**src/common/dl1_pkg.sv**
```systemverilog
// ==========================================================
// L1 data cache package
// Cache geometry and the shared address, line and way types
// ==========================================================

package dl1_pkg;

	// ==========================================================
	// Geometry
	// ==========================================================
	localparam int DATA_W         = 32;
	localparam int ADDR_W         = 32;
	localparam int WAYS           = 2;
	localparam int SETS           = 16;
	localparam int WORDS_PER_LINE = 4;

	// Address split, byte then word then set index
	localparam int BYTE_OFF_W = 2;
	localparam int WORD_OFF_W = 2;
	localparam int INDEX_W    = 4;
	localparam int TAG_W      = ADDR_W - INDEX_W - WORD_OFF_W - BYTE_OFF_W;

	// ==========================================================
	// Types
	// ==========================================================
	typedef logic [DATA_W-1:0] word_t;
	typedef logic [ADDR_W-1:0] addr_t;

	// Line address as seen by L2, tag and index only
	typedef logic [ADDR_W-BYTE_OFF_W-WORD_OFF_W-1:0] line_addr_t;

	typedef logic [WORDS_PER_LINE*DATA_W-1:0] line_t;
	typedef logic [TAG_W-1:0]                 tag_t;
	typedef logic [INDEX_W-1:0]               index_t;
	typedef logic [WORD_OFF_W-1:0]            word_sel_t;

	// One bit per way, one-hot where a single way is meant
	typedef logic [WAYS-1:0] way_t;

endpackage

```
**src/dl1_cache/dl1_victim_select.sv**
```systemverilog
// ==========================================================
// L1 data cache victim select
// Invalid way first, else a per-set round-robin pointer
// ==========================================================

module dl1_victim_select
	import dl1_pkg::*;
(
	input  logic   clk_l1,
	input  logic   rst_n,
	input  index_t index,
	input  way_t   set_valid,
	input  logic   advance,
	output way_t   victim_way
);

	localparam int PTR_W = (WAYS > 1) ? $clog2(WAYS) : 1;

	logic [PTR_W-1:0] ptr_q [SETS];
	logic [PTR_W-1:0] victim_idx;

	// Downward scan so the lowest invalid way wins
	always_comb
	begin
		victim_idx = ptr_q[index];
		for (int w = WAYS - 1; w >= 0; w--)
		begin
			if (!set_valid[w])
				victim_idx = PTR_W'(w);
		end
	end

	assign victim_way = way_t'(1) << victim_idx;

	always_ff @(posedge clk_l1 or negedge rst_n)
	begin
		if (!rst_n)
		begin
			for (int s = 0; s < SETS; s++)
				ptr_q[s] <= '0;
		end
		else if (advance)
			ptr_q[index] <= victim_idx + 1'b1;
	end

endmodule

```
**config.mk**
```make
export PLATFORM = sky130hd
export DESIGN_NAME = dl1_victim_select
export DESIGN_NICKNAME = d
export VERILOG_FILES = /design/src/common/dl1_pkg.sv /design/src/dl1_cache/dl1_victim_select.sv
export SDC_FILE = /design/constraint.sdc
export NUM_CORES = 1
export LEC_CHECK = 0
export BUFFER_PORTS_ARGS = -buffer_cell sky130_fd_sc_hd__buf_2
export CORE_ASPECT_RATIO = 1.4
export CORE_MARGIN = 2
export CORE_UTILIZATION = 45
export CTS_BUF_LIST = sky130_fd_sc_hd__clkbuf_8
export CTS_CLUSTER_SIZE = 10
export DETAILED_ROUTE_END_ITERATION = 7
export SLEW_MARGIN = 20
export SYNTH_ARGS = -nofsm -noshare
export SYNTH_HDL_FRONTEND = slang
export SYNTH_SLANG_ARGS = --single-unit
```
**constraint.sdc**
```tcl
create_clock -name clk_l1 -period 3.8 [get_ports clk_l1]
set_clock_uncertainty 0.1 [all_clocks]
set_input_delay 0.57 -clock clk_l1 [delete_from_list [all_inputs] [get_ports clk_l1]]
set_output_delay 0.57 -clock clk_l1 [all_outputs]
set_load 0.03 [all_outputs]
```
After elaboration in Yosys (flattened, before gate mapping). Index checks and enable logic that the tools add are counted.

Register bits: 16. Input port bits: 9. Output and inout bits: 2.

Add/sub/neg operators: 1. Order comparisons: 2. Shift operators: 1. Mux-type cells: 8. Bitwise gates (word level): 1. Reduce and logical (&&, ||, !) cells: 1.

Operators with widths (number): $bwmux W16 (1); $ge A5 B5 Y1 const B (1); $lt A5 B1 Y1 const B (1); $mux W1 (5); $not A4 Y5 (1); $bmux W1 S4 (1); $demux W1 S4 (1); $shl A1 B1 Y2 const A (1); $add A1 B1 Y1 const B (1); $logic_and A1 B1 Y1 (1).

Depth between registers and ports, before layout. Gate-level depths: netlist of the first run.

Depth after elaboration: 8. Depth in mapped cells: 6.

Worst setup path after synthesis of the first run. No wires, ideal clock.

Kind: input to output. Start: input port index[0]. End: output port victim_way[0]. Arrival: 1.927 ns. Required time: 3.130 ns. Slack: 1.203 ns. Stages on the path: 5. Path buffers: 1. Cell sequence: mux4_2 nand3_1 a41oi_4 buf_6 nor2_1.

Cells in the longest elaborated chain, start to end: 7.

RTL lines: from (decl) (RTL line dl1_victim_select.sv:11) `input index_t index,`; $not A4 Y5 (implied by the code) (RTL line dl1_victim_select.sv:25) `victim_idx = ptr_q[index];`; $bmux W1 S4 (RTL line dl1_victim_select.sv:25); $mux W1 (implied by the code) (2 in series) (RTL line dl1_victim_select.sv:25); $mux W1 (2 in series) (RTL line dl1_victim_select.sv:28) `if (!set_valid[w])`; $shl A1 B1 Y2 (RTL line dl1_victim_select.sv:33) `assign victim_way = way_t'(1) << victim_idx;`; to (decl) (RTL line dl1_victim_select.sv:14) `output way_t victim_way`.

Every way passes these cells. The select of a mux whose other input is x is not followed.

Worst setup path after layout of the first run.
Start: input port index[3]. End: output port victim_way[1].

The elaborated chain is that of the path after synthesis.

==> results of run 1 <==
[worst register-to-register path, cell delays in order, from the launching register on]
cell and delay [ps]:
dfrtp_1 380, mux4_2 460, nand3_1 140, a41oi_4 290, o41ai_1 440
[metrics by stage]
stage | setup WS, ps | cell area, um2 | hold slack, ps
after floorplan | 1200 | 930 | 174
after global placement | 833 | 961 | 389
after detailed placement | 837 | 961 | 397
after CTS | 833 | 1020 | 135
after global routing | 735 | 1020 | 161
final | 835 | 1020 | 120
[cell type report]
type / instances / area share [%]
clock buffers: 4 / 5.42
inverters: 5 / 1.85
multi-input cells: 71 / 45.8
flip-flops and latches: 16 / 39.4
well taps: 21 / 2.59
repair buffers: 10 / 4.93
[Yosys cell counts]
cell type  count
nor2_1        19
dfrtp_1       16
a21oi_1        8
o21ai_0        8
mux2i_1        6
inv_1          5
nor3_1         4
o41ai_1        4
o22ai_1        3
a221o_1        2
buf_2          2
buf_6          2
nand2b_1       2
nand3_1        2
nand3b_1       2
nor2b_1        2
a41oi_4        1
and2_1         1
buf_4          1
clkbuf_2       1
mux4_2         1
nand2_1        1
o22ai_2        1
or2_2          1
or3_4          1
or3b_2         1
or3b_4         1
[logic make-up (layout without fill, tap and decap cells)]
group	count (synthesis)	count (layout)	synth area share [%]
buffers and inverters	11	19	6.86
AOI/OAI and AO/OA	27	27	20.9
DFF	16	16	43.1
and+or+nand+nor	37	37	20.3
muxes	7	7	8.88
[power breakdown]
part	switching (uW)	internal, uW	leakage (uW)
sequential	21.4	212	0.000185
combinational	63.2	52.6	0.000212
clock	59.9	92.0	0.0000288
total	145	357	0.000426
[how the worst max path moves through the flow]
stage                   from            end  slack (ps)  cells after the start
floorplan           index[0]  victim_way[0]        1200                      5
global placement    index[3]  victim_way[1]         830                      6
detailed placement  index[3]  victim_way[1]         840                      6
CTS                 index[3]  victim_way[1]         830                      6
global route        index[3]  victim_way[1]         740                      6
finish              index[3]  victim_way[1]         840                      6
[metal layers]
metal | wire length [um] | GRT usage [%] | vias up
li1 | - | - | 368
met1 | 900 | 22.2 | 337
met2 | 857 | 27.0 | 16
met3 | 57 | 1.87 | 5
met4 | 45 | 9.38 | 0
met5 | 0 | 0 | -
==> results.ini, run 1 <==
[clock_network]
cts_tree=built
clk_latency_ps=250
h-tree-depth=1
cts-hold-fix-buffers=0
path_clk_slew_ps=60
cts_buffers=3
cts_root_buffer=clkbuf_8
clkSinkCount=16
post_cts_buffers=0
ctsResizeCount=0
cts_buffer_depth=2

[sta]
fmax_mhz=337
maxSlewViolCount=0
hold_viol=0
period_needed_ps=2960
setup_violations=0
rsz0062_at_grt=no
relSlewSlack_pct=63.2
worst_pin_slew_ps=550
post-route-period-util_pct=78.0
tns_ps=0

[die]
dieArea_um2=2450
fp.dieH_um=57.8
dieWidth_um=42.4
ioPinCount=11
core_um2=1950
row_count=19
start_util_pct=47.7

[synth]
synth_top_cell_area_share_pct=43.1
synth_cells=98
ys_warn_count=0
synthDistinctLibCells=27
synth_top_cell_by_area=dfrtp_1
synth_seq_cells=16
synth_top_cells_by_area=dfrtp_1 43%, nor2_1 7.7%, mux2i_1 6.5%, a21oi_1 4.3%, o21ai_0 4.3%
syn_avg_cell_area_um2=9.49
ys_seq_area_share_pct=43.1
synthesis.area_um2=930
synth_nets=107

[layout]
largest_register=ptr_q
syn_to_final_growth_pct=9.29
layout_common_cells=19 x nor2_1, 16 x dfrtp_1, 10 x buf_2, 8 x a21oi_1, 8 x o21ai_0
final.fill_count=182
drive_gt1_share_pct=19.8
instances_no_fill=127
final_util_pct=52.1
layout_commonest_cell=nor2_1
num_antenna_cells=0
layout.nets=116
largest_register_ffs=16
multiInputGateArea_um2=465
largestRegisters=ptr_q (16)
seqCellArea_um2=400

[place]
port_buffers=10
hpwl_mm=1.37
gp_congestion=0.738
place_inst=123

[pwr]
ir_drop_mv=0.280
p_per_area_nw_per_um2=493
p_leak_uw=0.000426
total_power_uw=501

[grt]
grt_overflow=0
grt_max_degree=19
track_usage_pct=16.9
grt_pass1_wl_mm=3.13
antenna_found_initial=0
first_global_vias=712

[worst_setup_path]
crit_path_max_fanout=18
required_ps=3130
reg2reg_to=ptr_q[6]$_DFFE_PN0P_
critical-path-max-stage-delay_ps=520
slowest_stage=a41oi_4
rrSetupSlack_ps=1870
worst_setup_path_end_kind=output pin
cpLargestDelayFamily=simple AND/OR/NAND/NOR gates
worstPathCellList=buf_2, nand2b_1, or3b_4, a41oi_4, or2_2, buf_2
cp-start-kind=primary input
path_class=in -> out
worstPathArrival_ps=2290
reg2reg_from=ptr_q[0]$_DFFE_PN0P_
cp.buffers_inverters=2
worstRegToRegCells=4
cp_common_cell=buf_2

[detailed_routing]
drt_first_pass_iters=4
routed_via_density=5.72
ant_nets=0
drc=0
via_count=726
routedWlPerCell_um=14.7
drt_wl_total_mm=1.86
drtIter0Drc=12

[min_path]
hp-class=in -> async

[job]
max_cap_viol_count=0

[outcome]
status=finished clean

Power figures use the tool's default switching activity.
==> inputs of run 2 (changes only) <==
==> constraint.sdc (replaced) <==
create_clock -name clk_l1 -period 2.8 [get_ports clk_l1]
set_clock_uncertainty 0.1 [all_clocks]
set_input_delay 0.42 -clock clk_l1 [delete_from_list [all_inputs] [get_ports clk_l1]]
set_output_delay 0.42 -clock clk_l1 [all_outputs]
set_load 0.03 [all_outputs]
==> run 2 against run 1 <==
Compared with the run above: total power up 35%; utilization increased by 0.90 points; sequential power grew 35%.
==> results.ini, run 2 (synthesized netlist as in run 1, its figures left out) <==
[layout]
layout_common_cells=19 x nor2_1, 16 x dfrtp_1, 10 x buf_2, 8 x a21oi_1, 8 x o21ai_0
layout_commonest_cell=nor2_1
largest_register_ffs=16
seqCellArea_um2=400
largestRegisters=ptr_q (16)
layout.nets=118
drive_gt1_share_pct=20.4
num_antenna_cells=0
syn_to_final_growth_pct=11.2
largest_register=ptr_q
multiInputGateArea_um2=465
final.fill_count=181
instances_no_fill=129

[die]
start_util_pct=47.7
ioPinCount=11
core_um2=1950
row_count=19
dieWidth_um=42.4
dieArea_um2=2450
fp.dieH_um=57.8

[detailed_routing]
routed_via_density=5.58
highest_layer=met4
drtIter0Drc=10
drt_first_pass_iters=4
drc=0
via_count=720
wl_met3_um=71
met1_length_um=847
dr_wl_met2_um=956
routedWlPerCell_um=14.7
ant_nets=0
drt_wl_total_mm=1.90

[place]
hpwl_mm=1.39
gp_congestion=0.743
place_inst=124
pre_cts_ws_ps=358
port_buffers=10

[worst_setup_path]
rrSetupSlack_ps=840
critical-path-max-stage-delay_ps=510
reg2reg_from=ptr_q[0]$_DFFE_PN0P_
cp-start-kind=primary input
crit_path_max_fanout=11
crit_path_start=index[0]
worst_setup_path_end_kind=output pin
slowest_stage=mux4_2
cp.buffers_inverters=2
cp_num_cells=6
worstPathArrival_ps=1920
reg2reg_to=ptr_q[5]$_DFFE_PN0P_
cpLargestDelayFamily=multiplexers
cp_common_cell=buf_2
path_class=in -> out
required_ps=2280
crit_path_end=victim_way[1]
worstRegToRegCells=5
worstPathCellList=buf_2, mux4_2, nand3_1, a41oi_4, or2_2, buf_2

[sta]
fmax_mhz=411
setup_slack_ps=365
hold_viol=0
hold_slack_ps=417
worst_pin_slew_ps=375
post-route-period-util_pct=87.0
tns_ps=0
setup_violations=0
maxSlewViolCount=0
rsz0062_at_grt=no
relSlewSlack_pct=74.9
period_needed_ps=2440

[clock_network]
ctsResizeCount=0
clkSinkCount=16
cts-hold-fix-buffers=1
clk_latency_ps=250
path_clk_slew_ps=60
cts_root_buffer=clkbuf_8
cts_buffer_depth=2
post_cts_buffers=0
cts_tree=built
h-tree-depth=1
cts_buffers=3

[grt]
grt_pass1_wl_mm=3.35
grt_overflow=0
first_global_vias=719
antenna_found_initial=0
track_usage_pct=17.9
grt_max_degree=17

[pwr]
p_per_area_nw_per_um2=657
comb_power_share_pct=23.5
p_clk_share_pct=29.8
p_sw_uw=193
switching_share_pct=28.4
p_leak_uw=0.000435
p_int_uw=486
share_seq_of_total_power_pct=46.7
total_power_uw=679
ir_drop_mv=0.369

[outcome]
status=finished clean

[job]
max_cap_viol_count=0

[min_path]
min-delay-start=ptr_q[4]$_DFFE_PN0P_
hp-class=reg -> reg

## run 2: worst min path at each step
stage               depth (start not counted)                    end
detailed placement                          1  ptr_q[14]$_DFFE_PN0P_
global route                                2   ptr_q[5]$_DFFE_PN0P_
global placement                            1  ptr_q[14]$_DFFE_PN0P_
CTS                                         2   ptr_q[4]$_DFFE_PN0P_
floorplan                                   0   ptr_q[0]$_DFFE_PN0P_
finish                                      2   ptr_q[4]$_DFFE_PN0P_
## run 2: power groups by stage
stage	combinational, uW	clock (uW)	sequential (uW)
CTS	162	208	318
finish	160	202	317
detailed placement	160	0	322
floorplan	131	0	312
global route	180	219	326
global placement	157	0	319
## run 2: through the flow
stage	utilization, %	instance area [um2]
floorplan	-	930
global placement	49.7	968
detailed placement	49.7	968
CTS	53.0	1030
global route	53.0	1030
finish	53.0	1030
## run 2: worst reg2reg max path, delay by kind of cell, from the launching register on
kind / cells / cell delay (ps)
AOI/OAI and AO/OA: 2 / 550
DFF: 1 / 380
muxes: 1 / 460
and+or+nand+nor: 1 / 130
buffers and inverters: 1 / 230
## run 2: area by class of cell
class                           instances  area share [%]
Multi-Input combinational cell         71            45.0
Sequential cell                        16            38.7
Timing Repair Buffer                   12            6.54
Clock buffer                            4            5.33
Tap cell                               21            2.54
Inverter                                5            1.82
## run 2: per-layer routing
| metal | vias to the layer above | track usage [%] |
|---|---|---|
| met3 | 4 | 2.18 |
| met4 | 0 | 6.70 |
| met5 | - | 0 |
| li1 | 370 | - |
| met1 | 331 | 25.4 |
| met2 | 15 | 27.9 |
