## src/common/dl1_pkg.sv

```systemverilog
// ==========================================================
// L1 data cache package
// Cache geometry and the shared address, line and way types
// ==========================================================

package dl1_pkg;

	// ==========================================================
	// Geometry
	// ==========================================================
	localparam int DATA_W         = 32;
	localparam int ADDR_W         = 32;
	localparam int WAYS           = 2;
	localparam int SETS           = 16;
	localparam int WORDS_PER_LINE = 4;

	// Address split, byte then word then set index
	localparam int BYTE_OFF_W = 2;
	localparam int WORD_OFF_W = 2;
	localparam int INDEX_W    = 4;
	localparam int TAG_W      = ADDR_W - INDEX_W - WORD_OFF_W - BYTE_OFF_W;

	// ==========================================================
	// Types
	// ==========================================================
	typedef logic [DATA_W-1:0] word_t;
	typedef logic [ADDR_W-1:0] addr_t;

	// Line address as seen by L2, tag and index only
	typedef logic [ADDR_W-BYTE_OFF_W-WORD_OFF_W-1:0] line_addr_t;

	typedef logic [WORDS_PER_LINE*DATA_W-1:0] line_t;
	typedef logic [TAG_W-1:0]                 tag_t;
	typedef logic [INDEX_W-1:0]               index_t;
	typedef logic [WORD_OFF_W-1:0]            word_sel_t;

	// One bit per way, one-hot where a single way is meant
	typedef logic [WAYS-1:0] way_t;

endpackage

```

## src/dl1_cache/dl1_controller.sv

```systemverilog
// ==========================================================
// L1 data cache controller
// Lookup, store, dirty write-back, refill and replay FSM
// with the CPU and L2 valid/ready handshakes
// ==========================================================

module dl1_controller
	import dl1_pkg::*;
(
	input  logic       clk_l1,
	input  logic       rst_n,
	// CPU side
	input  logic       cpu_req_valid,
	output logic       cpu_req_ready,
	input  logic       cpu_req_write,
	input  addr_t      cpu_req_addr,
	input  word_t      cpu_req_wdata,
	output logic       cpu_rsp_valid,
	output word_t      cpu_rsp_rdata,
	// L2 side
	output logic       mem_req_valid,
	input  logic       mem_req_ready,
	output logic       mem_req_write,
	output line_addr_t mem_req_addr,
	output line_t      mem_req_wline,
	input  logic       mem_rsp_valid,
	input  line_t      mem_rsp_rline,
	// Way array
	output index_t     lookup_index,
	output tag_t       lookup_tag,
	output word_sel_t  lookup_word,
	input  logic       hit,
	input  word_t      read_word,
	input  way_t       victim_way,
	input  logic       victim_dirty,
	input  tag_t       victim_tag,
	input  line_t      victim_line,
	output logic       store_en,
	output word_t      store_word,
	output logic       fill_en,
	output way_t       fill_way,
	output tag_t       fill_tag,
	output line_t      fill_line
);

	localparam int IDX_LO = BYTE_OFF_W + WORD_OFF_W;

	typedef enum logic [2:0]
	{
		ST_IDLE,
		ST_LOOKUP,
		ST_WRITEBACK,
		ST_REFILL_REQ,
		ST_REFILL_WAIT,
		ST_REPLAY
	} state_t;

	state_t state_q;
	state_t state_d;
	logic   req_write_q;
	addr_t  req_addr_q;
	word_t  req_wdata_q;
	logic   rsp_valid_q;
	word_t  rsp_rdata_q;
	logic   accept;
	index_t req_index;

	assign accept    = cpu_req_valid && (state_q == ST_IDLE);
	assign req_index = req_addr_q[IDX_LO +: INDEX_W];

	// ==========================================================
	// Next state
	// ==========================================================
	always_comb
	begin
		state_d = state_q;
		case (state_q)
			ST_IDLE:
				if (accept)
					state_d = ST_LOOKUP;
			ST_LOOKUP:
				if (hit)
					state_d = ST_IDLE;
				else if (victim_dirty)
					state_d = ST_WRITEBACK;
				else
					state_d = ST_REFILL_REQ;
			ST_WRITEBACK:
				if (mem_req_ready)
					state_d = ST_REFILL_REQ;
			ST_REFILL_REQ:
				if (mem_req_ready)
					state_d = ST_REFILL_WAIT;
			ST_REFILL_WAIT:
				if (mem_rsp_valid)
					state_d = ST_REPLAY;
			// One cycle for the RAMs to read back the filled line
			ST_REPLAY:
				state_d = ST_LOOKUP;
			default:
				state_d = ST_IDLE;
		endcase
	end

	always_ff @(posedge clk_l1 or negedge rst_n)
	begin
		if (!rst_n)
		begin
			state_q     <= ST_IDLE;
			rsp_valid_q <= 1'b0;
		end
		else
		begin
			state_q     <= state_d;
			rsp_valid_q <= (state_q == ST_LOOKUP) && hit;
		end
	end

	// Request and response payload
	always_ff @(posedge clk_l1)
	begin
		if (accept)
		begin
			req_write_q <= cpu_req_write;
			req_addr_q  <= cpu_req_addr;
			req_wdata_q <= cpu_req_wdata;
		end
		if ((state_q == ST_LOOKUP) && hit)
			rsp_rdata_q <= read_word;
	end

	assign cpu_req_ready = (state_q == ST_IDLE);
	assign cpu_rsp_valid = rsp_valid_q;
	assign cpu_rsp_rdata = rsp_rdata_q;

	// ==========================================================
	// Way array control
	// ==========================================================
	// Incoming address while idle so the RAMs read at acceptance
	assign lookup_index = (state_q == ST_IDLE) ? cpu_req_addr[IDX_LO +: INDEX_W] : req_index;
	assign lookup_tag   = req_addr_q[ADDR_W-1 -: TAG_W];
	assign lookup_word  = req_addr_q[BYTE_OFF_W +: WORD_OFF_W];

	assign store_en   = (state_q == ST_LOOKUP) && hit && req_write_q;
	assign store_word = req_wdata_q;

	assign fill_en   = (state_q == ST_REFILL_WAIT) && mem_rsp_valid;
	assign fill_way  = victim_way;
	assign fill_tag  = lookup_tag;
	assign fill_line = mem_rsp_rline;

	// ==========================================================
	// L2 requests
	// ==========================================================
	assign mem_req_valid = (state_q == ST_WRITEBACK) || (state_q == ST_REFILL_REQ);
	assign mem_req_write = (state_q == ST_WRITEBACK);
	// Victim address on write-back, missing line on refill
	assign mem_req_addr  = (state_q == ST_WRITEBACK) ? {victim_tag, req_index}
	                                                 : {lookup_tag, req_index};
	assign mem_req_wline = victim_line;

endmodule

```

## config.mk

```make
export PLATFORM = sky130hd
export DESIGN_NAME = dl1_controller
export DESIGN_NICKNAME = d
export VERILOG_FILES = /design/src/common/dl1_pkg.sv /design/src/dl1_cache/dl1_controller.sv
export SDC_FILE = /design/constraint.sdc
export NUM_CORES = 1
export LEC_CHECK = 0
export ABC_CLOCK_PERIOD_IN_PS = 3700
export BUFFER_PORTS_ARGS = -buffer_cell sky130_fd_sc_hd__buf_2
export CORE_AREA = 2 2 314 316
export DETAILED_ROUTE_END_ITERATION = 10
export DIE_AREA = 0 0 316 318
export PLACE_DENSITY = 0.3
export SLEW_MARGIN = 5
export SYNTH_ARGS = -nofsm -noshare
export SYNTH_HDL_FRONTEND = slang
export SYNTH_SLANG_ARGS = --single-unit
```

## constraint.sdc

```tcl
create_clock -name clk_l1 -period 3.7 [get_ports clk_l1]
set_input_delay 1.11 -clock clk_l1 [delete_from_list [all_inputs] [get_ports clk_l1]]
set_output_delay 1.11 -clock clk_l1 [all_outputs]
set_load 0.02 [all_outputs]
```

**After elaboration in Yosys (flattened, before gate mapping)**

Cells that the tools add are included.
Widths: inputs -> output; s select.

- Bits in latches: 0
- Memories kept: 0
- Memory bits (writable): 0
- Register bits after elaboration: 101
- Logic and storage cells: 31
- ROM bits: 0
- Output and inout bits: 410

- Add/subtract/negate cells: 0
- Bitwise logic cells: 0
- Order comparisons: 0
- Div/mod/pow operators: 0
- Reductions and logical operators: 7
- Multiply operators: 0
- Eq/ne operators: 9
- Shifts and indexed selects: 0
- Multiplexer cells: 9

Operator list:

| operator | number |
|---|---|
| $mux 28 | 1 |
| $pmux 3 s6 | 1 |
| $mux 3 | 4 |
| $eq 3x2->1 const B | 2 |
| $eq 3x3->1 const B | 2 |
| $ne 2x2->1 const B | 3 |
| $logic_and 1x1->1 | 4 |
| $mux 4 | 1 |
| $reduce_and 4->1 | 1 |
| $eq 3x1->1 const B | 1 |
| $logic_not 3->1 | 1 |
| $mux 2 | 1 |
| $ne 2x1->1 const B | 1 |
| $logic_or 1x1->1 | 1 |
| $mux 1 | 1 |

**Depth between registers and ports, before layout**

Gate-level depths: netlist of run 1.

- Depth in word-level cells: 4
- Mapped depth: 6

**Worst setup path before layout of run 1**

OpenSTA, ideal clock, no wires.

- Path kind: input -> output
- From: input hit
- To: output store_en
- Buffers on the path: 0
- Path slack: 0.509 ns
- Arrival time: 2.081 ns
- Stages: 2
- Cells stage by stage: and4bb_2 and2_1

- Word-level cells in the longest chain between the ends: 2

RTL lines:

| item | line | RTL |
|---|---|---|
| from (decl) | dl1_controller.sv:32 | `input logic hit,` |
| $logic_and 1x1->1 (2 in a row) | dl1_controller.sv:144 | `assign store_en = (state_q == ST_LOOKUP) && hit && req_write_q;` |
| to (decl) | dl1_controller.sv:38 | `output logic store_en,` |

Every way passes these cells.

**Final worst setup path of run 1**

- From: register state_q[1]
- To: output mem_req_addr[6]

- Word-level cells in the longest chain between the ends: 2

RTL lines:

| item | line | RTL |
|---|---|---|
| from (decl) | dl1_controller.sv:58 | `state_t state_q;` |
| from (signal assigned) | dl1_controller.sv:114 | `state_q <= state_d;` |
| $eq 3x2->1 | dl1_controller.sv:158 | `assign mem_req_addr = (state_q == ST_WRITEBACK) ? {victim_tag, req_index}` |
| $mux 28 | dl1_controller.sv:158 |  |
| to (decl) | dl1_controller.sv:24 | `output line_addr_t mem_req_addr,` |

Every way passes these cells.

==> results of run 1 <==
==> synth_stat cells <==
cell	instances	area share (%)
sky130_fd_sc_hd__nor2b_4	2	0.48
sky130_fd_sc_hd__o31ai_1	1	0.13
sky130_fd_sc_hd__edfxtp_1	95	50
sky130_fd_sc_hd__and4bb_2	1	0.22
sky130_fd_sc_hd__buf_4	282	37
sky130_fd_sc_hd__buf_12	2	0.70
sky130_fd_sc_hd__mux2_2	9	1.8
sky130_fd_sc_hd__a221o_2	1	0.20
sky130_fd_sc_hd__nor2_1	3	0.20
sky130_fd_sc_hd__a32o_1	1	0.18
sky130_fd_sc_hd__mux2_4	19	5.0
sky130_fd_sc_hd__buf_6	3	0.59
sky130_fd_sc_hd__nand2_1	2	0.13
sky130_fd_sc_hd__and3_1	1	0.11
sky130_fd_sc_hd__clkbuf_8	1	0.24
sky130_fd_sc_hd__nor3_4	1	0.29
sky130_fd_sc_hd__dfrtp_1	4	1.8
sky130_fd_sc_hd__nor3b_1	2	0.26
sky130_fd_sc_hd__a21oi_1	2	0.18
sky130_fd_sc_hd__and2_1	2	0.22
sky130_fd_sc_hd__mux2i_1	1	0.18
==> cells by family (layout without fill, tap and decap cells) <==
logic type / count (synthesis) / count (layout) / share of synthesized area (%)
AOI/OAI and AO/OA: 5 / 5 / 0.680
buffers and inverters: 288 / 296 / 38.7
DFF: 99 / 99 / 51.8
muxes: 29 / 29 / 6.96
and+or+nand+nor: 14 / 14 / 1.91
==> power groups by stage <==
stage	clock (mW)	sequential, mW	combinational, mW
2_1_floorplan	0	1.87	1.23
3_3_place_gp	0	1.71	1.55
3_5_place_dp	0	1.71	1.54
4_1_cts	1.10	1.69	1.54
5_1_grt	1.11	1.71	1.60
6_report	1.03	1.67	1.50
==> routing by layer <==
layer | part of all wire (%) | global-route usage (%) | up-vias | routed length, um
li1 | - | - | 1174 | -
met1 | 25 | 4.99 | 1332 | 9200
met2 | 47 | 11.8 | 531 | 17500
met3 | 23 | 6.93 | 134 | 8510
met4 | 5.5 | 4.44 | 8 | 2080
met5 | 0.34 | 0.919 | - | 126
==> cells in the final DEF (no fill, tap or decap), drive strengths merged <==
master | Yosys | final
clkinvlp | 0 | 1
and4bb | 1 | 1
nand2 | 2 | 2
inv | 0 | 2
mux2i | 1 | 1
a32o | 1 | 1
clkinv | 0 | 3
mux2 | 28 | 28
nor2 | 3 | 3
and3 | 1 | 1
a21oi | 2 | 2
and2 | 2 | 2
bufinv | 0 | 1
buf | 287 | 280
a221o | 1 | 1
edfxtp | 95 | 95
nor3b | 2 | 2
clkbuf | 1 | 9
nor3 | 1 | 1
nor2b | 2 | 2
o31ai | 1 | 1
dfrtp | 4 | 4
==> sequential cells by signal, summed over array words and instances (netlist names) <==
| name | cells |
|---|---|
| state_q | 3 |
| cpu_rsp_valid | 1 |
| store_word | 32 |
| req_addr_q | 30 |
| req_write_q | 1 |
| cpu_rsp_rdata | 32 |
==> critical path, stage by stage, from the launching register on <==
cell and delay, ns:
sky130_fd_sc_hd__dfrtp_1 0.54, sky130_fd_sc_hd__nor2b_4 0.23, sky130_fd_sc_hd__nor2b_4 0.17, sky130_fd_sc_hd__buf_12 0.27, sky130_fd_sc_hd__mux2_2 0.37, sky130_fd_sc_hd__buf_2 0.16
==> final cells by class <==
class / count / area (sq um) / area share (%)
clock buffer: 9 / 225 / 3.29
tap: 1287 / 1610 / 23.5
clock inverter: 7 / 86.3 / 1.26
sequential: 99 / 2950 / 43.1
multi-input combinational: 48 / 547 / 7.98
timing repair buffer: 280 / 1430 / 20.9
==> path summary, 6_finish.rpt <==
check / from / end / cells past startpoint
min in group clk_l1: state_q[2]$_DFFE_PN0P_ / state_q[1]$_DFFE_PN0P_ / 1
hold / removal: rst_n / state_q[0]$_DFFE_PN0P_ / 1
setup / recovery: state_q[1]$_DFFE_PN0P_ / mem_req_addr[6] / 5
hold reg to reg: state_q[2]$_DFFE_PN0P_ / state_q[1]$_DFFE_PN0P_ / 1
max in group asynchronous: rst_n / state_q[1]$_DFFE_PN0P_ / 1
setup reg to reg: state_q[0]$_DFFE_PN0P_ / req_addr_q[20]$_DFFE_PP_ / 3
==> metrics by stage <==
stage,cells,utilization [%],hold slack (ns),total power [mW],setup slack [ns]
2_1_floorplan,435,-,0.549,3.10,0.509
3_3_place_gp,1714,6.72,0.685,3.25,0.768
3_5_place_dp,1714,6.72,0.688,3.24,0.766
4_1_cts,1730,7.04,0.491,4.32,0.380
5_1_grt,1730,7.04,0.517,4.42,0.325
6_report,1730,7.04,0.532,4.20,0.472
==> impl_metrics.tcl, run 1 <==
set metrics [dict create \
    outcome "completed" \
    design.die.area_sq_mm 0.100 \
    post_synth_instance_area_sq_mm 0.00570 \
    yosys.cell_types.count 21 \
    routed_wl_mm 37.5 \
    post-route-period-util_pct 87.2 \
    clk_latency_ns 0.38 \
    tritoncts "done" \
    synthToLayoutAreaGrowth_pct 20.2 \
    critical_path_peak_fanout 25 \
    finalInstanceArea_sq_mm 0.00686 \
    max-cap-violations 0 \
    critical_path_rt_ns 2.59 \
    fin_setup_tns_ns 0 \
    clk_pin_slew_worst_paths_ns 0.08 \
    dr_total_vias 3179 \
    first_pass_iters 4 \
    timing_worst_slew_pin_value_ns 0.541 \
    setup_repair_after_global_routing_missed_its_margin "no" \
    design.final.nets 824 \
    dp.final_hpwl_mm 33.5 \
    design.portCount 796 \
    timing_hold_violations_final 0 \
    worst_clock_skew_ns 0.0145 \
    maxClockFrequency_mhz 310 \
    type_of_element_launching_the_critical_path "register" \
    pin_count_of_the_biggest_net_entering_global_routing 64 \
    power_switching_mw 1.61 \
    layout_min_cycle_time_ns 3.23 \
    drt-wirelength-per-cell_um 21.6 \
    yosys_register_bits 99 \
    cts_max_path_buffers 2 \
    insertedDiodeCount 0 \
    clock_share_of_power_pct 24.5 \
    grt_first_pass_wirelength_mm 44.1 \
    ctsHoldBuffers 0 \
    worst_ep_arrival_time_ns 2.12 \
    power_per_cell_area_mw_per_mm2 613 \
    postCtsResizedCells 0 \
    post_cts_setup_inserts 0 \
    netlist_instances 435 \
    port-buffer-count 277 \
    floorplan.die.height_um 318 \
    cts-root-buf "sky130_fd_sc_hd__clkbuf_16" \
    vdd_drop_max_mv 0.349 \
    holdCritPathClass "in2async" \
    netSwitchingFraction_pct 38.3 \
    cts_inserted_buffers 9 \
    drive_gt1_share_pct 74.3 \
    placement.cell_area_sq_mm 0.00654 \
    drtIter0Drc 102 \
    yosysWarnings 0 \
    syn_avg_cell_area_sq_um 13.1 \
    grt.total_usage_pct 7.13 \
    endpoint_kind "primary output" \
    clock_tree.htree_level_count 3 \
    slew_viol_final 0 \
    worstSetupPathType "reg2out" \
    fill_cells 11335 \
    grt_overflow_total 0 \
    core_area_sq_mm 0.0974 \
    antenna_violating_nets_left 0 \
    drc 0 \
    vias_in_the_first_global_route 3544 \
    die_w_um 316 \
    routed_via_density 1.84 \
    power.static_leakage_nw 2.42 \
    pwr-share-comb_pct 35.6 \
    synth.yosys.seq_area_share_pct 51.8 \
    antenna_found_initial 12 \
    finalWeightedCongestion 0.735 \
    report.final.setup_viol 0 \
    internal-power_mw 2.59 \
    relSlewSlack_pct 63.9 \
    sequentialPowerShare_pct 39.8 \
    synth_fp_nets 821 \
    clkSinkCount 99 \
    starting_density_pct 5.85 \
    fp_rows 115 \
    r2r_slack_ns 1.81 \
]
Power figures use the tool's default switching activity.
==> run 2: changes to the inputs <==
ABC_CLOCK_PERIOD_IN_PS = 3100   (was 3700)
clock period = 3.1 ns   (was 3.7 ns; I/O delays follow)
==> impl_metrics.tcl, run 2 (same netlist as run 1, synthesis figures left out) <==
set metrics [dict create \
    outcome "completed" \
    vias_in_the_first_global_route 3510 \
    cts-root-buf "sky130_fd_sc_hd__clkbuf_16" \
    core_area_sq_mm 0.0974 \
    worst_clock_skew_ns 0.0138 \
    antenna_violating_nets_left 0 \
    drc 0 \
    grt_overflow_total 0 \
    type_of_element_launching_the_critical_path "register" \
    global_route.peak_usage_layer "met2" \
    port-buffer-count 277 \
    relSlewSlack_pct 62.2 \
    r2r_slack_ns 1.04 \
    cts_max_path_buffers 2 \
    finalWeightedCongestion 0.741 \
    endpoint_kind "primary output" \
    pin_count_of_the_biggest_net_entering_global_routing 34 \
    met3_usage_pct 6.79 \
    report.final.setup_viol 0 \
    layout_common_cells "sky130_fd_sc_hd__buf_2 (277), sky130_fd_sc_hd__edfxtp_1 (95), sky130_fd_sc_hd__mux2_4 (19)" \
    max-cap-violations 0 \
    power.static_leakage_nw 2.44 \
    worst_ep_arrival_time_ns 2.04 \
    layout.core_utilization_pct 7.06 \
    design.final.nets 827 \
    setup_repair_after_global_routing_missed_its_margin "no" \
    depth_of_the_most_critical_reg_to_reg_path 3 \
    starting_density_pct 5.85 \
    grt_first_pass_wirelength_mm 43.8 \
    pre_cts_ws_ns 0.402 \
    critical_path_rt_ns 2.17 \
    layout_min_cycle_time_ns 2.97 \
    leading_cell_type_in_the_layout_fill_and_taps_excluded "sky130_fd_sc_hd__buf_2" \
    fp_rows 115 \
    routed_wl_mm 37.5 \
    clock_tree.htree_level_count 3 \
    floorplan.die.height_um 318 \
    design.die.area_sq_mm 0.100 \
    endpoint "mem_req_addr[5]" \
    clk_pin_slew_worst_paths_ns 0.07 \
    drt-wirelength-per-cell_um 21.6 \
    design.portCount 796 \
    cts_inserted_buffers 9 \
    power_per_cell_area_mw_per_mm2 731 \
    first_pass_iters 4 \
    grt.total_usage_pct 7.09 \
    r2r-end "req_addr_q[23]$_DFFE_PP_" \
    routed_via_density 1.86 \
    synthToLayoutAreaGrowth_pct 20.7 \
    drtIter0Drc 128 \
    worst_setup_path_startpoint "state_q[1]$_DFFE_PN0P_" \
    ctsHoldBuffers 0 \
    globalRouteMet2Util_pct 11.8 \
    fill_cells 11333 \
    worstReg2RegStart "state_q[0]$_DFFE_PN0P_" \
    post_route_worst_hold_slack_ns 0.359 \
    worst_slack_ns 0.132 \
    maxClockFrequency_mhz 337 \
    timing_worst_slew_pin_value_ns 0.567 \
    antenna_found_initial 14 \
    clk_latency_ns 0.38 \
    dp.final_hpwl_mm 33.8 \
    vdd_drop_max_mv 0.351 \
    die_w_um 316 \
    post-route-period-util_pct 95.7 \
    fin_setup_tns_ns 0 \
    clkSinkCount 99 \
    holdCritPathClass "in2async" \
    drive_gt1_share_pct 74.7 \
    timing_hold_violations_final 0 \
    post_cts_setup_inserts 0 \
    dr_total_vias 3230 \
    worstSetupPathType "reg2out" \
    tritoncts "done" \
    gr-usage-met1_pct 5.08 \
    critical_path_peak_fanout 25 \
    slew_viol_final 0 \
]
## run 2: cell count changes in the layout (fill, tap and decap cells not counted), sizes merged
cell | before | now
diode | 0 | 1
buf | 280 | 283
## run 2: critical path, cell delays in order, from the launching register on
cell	delay, ns
sky130_fd_sc_hd__dfrtp_2	0.47
sky130_fd_sc_hd__nor2b_4	0.21
sky130_fd_sc_hd__nor2b_4	0.17
sky130_fd_sc_hd__buf_12	0.27
sky130_fd_sc_hd__mux2_2	0.37
sky130_fd_sc_hd__buf_2	0.16
## run 2: routing by layer
| metal | routed length (um) | part of all wire (%) |
|---|---|---|
| met1 | 9180 | 25 |
| met2 | 17600 | 47 |
| met3 | 8550 | 23 |
| met4 | 1990 | 5.3 |
| met5 | 123 | 0.33 |
## run 2: stage by stage
step           instances  area, sq um  total power [mW]
3_5_place_dp        1717         6570              3.89
2_1_floorplan        435         5700              3.70
3_3_place_gp        1717         6570              3.90
6_report            1734         6880              5.03
4_1_cts             1733         6880              5.15
5_1_grt             1733         6880              5.28
## run 2: layout make-up
cell class                      instances  area (sq um)  share of cell area, %
Antenna cell                            1          2.50                 0.0364
Clock buffer                            9           225                   3.27
Clock inverter                          7          86.3                   1.25
Multi-Input combinational cell         48           547                   7.95
Sequential cell                        99          2950                   42.9
Tap cell                             1287          1610                   23.4
Timing Repair Buffer                  283          1460                   21.2
## run 2: worst min-delay path by stage
| stage | end | slack, ns | cells past startpoint |
|---|---|---|---|
| floorplan | state_q[0]$_DFFE_PN0P_ | 0.55 | 2 |
| global placement | state_q[1]$_DFFE_PN0P_ | 0.65 | 2 |
| detailed placement | state_q[1]$_DFFE_PN0P_ | 0.66 | 2 |
| CTS | state_q[2]$_DFFE_PN0P_ | 0.33 | 1 |
| global route | state_q[2]$_DFFE_PN0P_ | 0.35 | 1 |
| finish | state_q[2]$_DFFE_PN0P_ | 0.36 | 1 |
## run 2: repair_timing
action                                 4_1_cts  5_1_grt
setup endpoints to repair                   24        0
endpoints found under the hold margin        0        0
gates resized for setup                      1        0
## run 2: report_power, final
part	internal [mW]	leakage [nW]	switching (mW)
clock network	0.641	0.148	0.580
registers	1.81	0.925	0.177
logic	0.658	1.36	1.17
total	3.11	2.44	1.92
==> run 3: changes to the inputs <==
ABC_CLOCK_PERIOD_IN_PS = 2850   (was 3100)
CORE_AREA = 8 8 302 304   (was 2 2 314 316)
DIE_AREA = 0 0 310 312   (was 0 0 316 318)
PLACE_DENSITY = 0.31   (was 0.3)
clock period = 2.85 ns   (was 3.1 ns; I/O delays follow)
==> impl_metrics.tcl, run 3 (same netlist as run 1, synthesis figures left out) <==
set metrics [dict create \
    clkSinkCount 99 \
    first_pass_iters 4 \
    power.static_leakage_nw 2.46 \
    depth_of_the_most_critical_reg_to_reg_path 4 \
    drt-wirelength-per-cell_um 21.7 \
    holdCritPathClass "in2async" \
    report.power.total_mw 5.56 \
    fp_rows 108 \
    r2r_slack_ns 0.73 \
    power_per_cell_area_mw_per_mm2 822 \
    critical_path_rt_ns 2.00 \
    crit_path_max_incr_delay_ns 0.51 \
    met3_usage_pct 7.17 \
    design.die.area_sq_mm 0.0967 \
    global_route.peak_usage_layer "met2" \
    tritoncts "done" \
    die_w_um 310 \
    maxClockFrequency_mhz 366 \
    cp_num_buf_inv 1 \
    drc 0 \
    starting_density_pct 6.61 \
    type_of_element_launching_the_critical_path "register" \
    fill_cells 10128 \
    grt_first_pass_wirelength_mm 42.9 \
    vdd_drop_max_mv 0.400 \
    grt.total_usage_pct 6.95 \
    cts_max_path_buffers 2 \
    routed_via_density 2.01 \
    antenna_found_initial 16 \
    placed_cells 1587 \
    worst_slack_ns 0.114 \
    drtIter0Drc 110 \
    critical_path_peak_fanout 9 \
    setup_repair_after_global_routing_missed_its_margin "no" \
    fin_setup_tns_ns 0 \
    floorplan.die.height_um 312 \
    dr_total_vias 3245 \
    endpoint_kind "primary output" \
    dp.final_hpwl_mm 31.1 \
    report.final.setup_viol 0 \
    finalInstanceArea_sq_mm 0.00676 \
    pre_cts_ws_ns 0.325 \
    vias_in_the_first_global_route 3847 \
    core_area_sq_mm 0.0862 \
    design.portCount 796 \
    r2r-end "req_addr_q[28]$_DFFE_PP_" \
    clk_latency_ns 0.40 \
    cts-root-buf "sky130_fd_sc_hd__clkbuf_16" \
    layoutNonFillerInstCount 1612 \
    port-buffer-count 277 \
    slew_viol_final 0 \
    routed_wl_mm 35.0 \
    critical_path_cell_count 3 \
    clock_tree.htree_level_count 3 \
    layout_min_cycle_time_ns 2.74 \
    area.sequential_sq_mm 0.00295 \
    worstReg2RegStart "state_q[0]$_DFFE_PN0P_" \
    timing_hold_violations_final 0 \
    slowest_stage "sky130_fd_sc_hd__dfrtp_1" \
    relSlewSlack_pct 68.5 \
    finalWeightedCongestion 0.751 \
    synthToLayoutAreaGrowth_pct 18.6 \
    layout_common_cells "sky130_fd_sc_hd__buf_2 (277), sky130_fd_sc_hd__edfxtp_1 (95), sky130_fd_sc_hd__mux2_4 (19)" \
    antenna_violating_nets_left 0 \
    critPathTopFamily "flip-flops" \
    cts_inserted_buffers 9 \
    design.final.nets 831 \
    worst_ep_arrival_time_ns 1.88 \
    pin_count_of_the_biggest_net_entering_global_routing 34 \
    leading_cell_type_in_the_layout_fill_and_taps_excluded "sky130_fd_sc_hd__buf_2" \
    gr-usage-met1_pct 5.54 \
    ctsHoldBuffers 0 \
    placement.cell_area_sq_mm 0.00642 \
    drive_gt1_share_pct 75.1 \
    globalRouteMet2Util_pct 10.3 \
    grt_overflow_total 0 \
    critical_path.cell_chain "nor3_4 -> mux2_2 -> buf_2" \
    worstSetupPathType "reg2out" \
    post-route-period-util_pct 96.0 \
    area_occupied_by_multi_input_gates_sq_um 547 \
    outcome "completed" \
    max-cap-violations 0 \
    worst_clock_skew_ns 0.0159 \
    clk_pin_slew_worst_paths_ns 0.08 \
    timing_worst_slew_pin_value_ns 0.472 \
]
-- run 3: final cells by class --
| cell class | count | share of cell area [%] |
|---|---|---|
| Clock buffer | 9 | 3.33 |
| Clock inverter | 7 | 1.22 |
| Antenna cell | 7 | 0.259 |
| Sequential cell | 99 | 43.7 |
| Tap cell | 1155 | 21.4 |
| Timing Repair Buffer | 287 | 22.0 |
| Multi-Input combinational cell | 48 | 8.09 |
-- run 3: power by group --
| part | internal, mW | switching, mW | leakage (nW) | total [mW] |
|---|---|---|---|---|
| logic | 0.751 | 1.32 | 1.38 | 2.07 |
| registers | 1.97 | 0.157 | 0.925 | 2.13 |
| clock network | 0.699 | 0.665 | 0.150 | 1.36 |
-- run 3: metrics by stage --
step                hold slack (ns)  util [%]
floorplan                     0.549         -
global placement              0.670      7.44
detailed placement            0.676      7.44
CTS                           0.217      7.82
global route                  0.229      7.82
finish                        0.267      7.84
-- run 3: timing repair --
item | CTS | global route
endpoints found under the setup margin | 24 | 0
gates resized for setup | 2 | 0
buffers inserted | 2 | 0
-- run 3: worst max path at each step --
stage	from	end	slack, ns
after floorplan	hit	store_en	0.17
after global placement	state_q[2]$_DFFE_PN0P_	mem_req_addr[22]	0.33
after detailed placement	state_q[2]$_DFFE_PN0P_	mem_req_addr[22]	0.32
after CTS	state_q[0]$_DFFE_PN0P_	lookup_index[3]	0.03
after global routing	state_q[0]$_DFFE_PN0P_	lookup_index[3]	0.0005
final	state_q[0]$_DFFE_PN0P_	lookup_index[3]	0.11
-- run 3: layer usage --
layer | up-vias | part of all wire, % | wire length (um)
li1 | 1200 | - | -
met1 | 1377 | 28 | 9870
met2 | 503 | 43 | 14900
met3 | 161 | 22 | 7840
met4 | 4 | 6.5 | 2280
met5 | - | 0.33 | 114
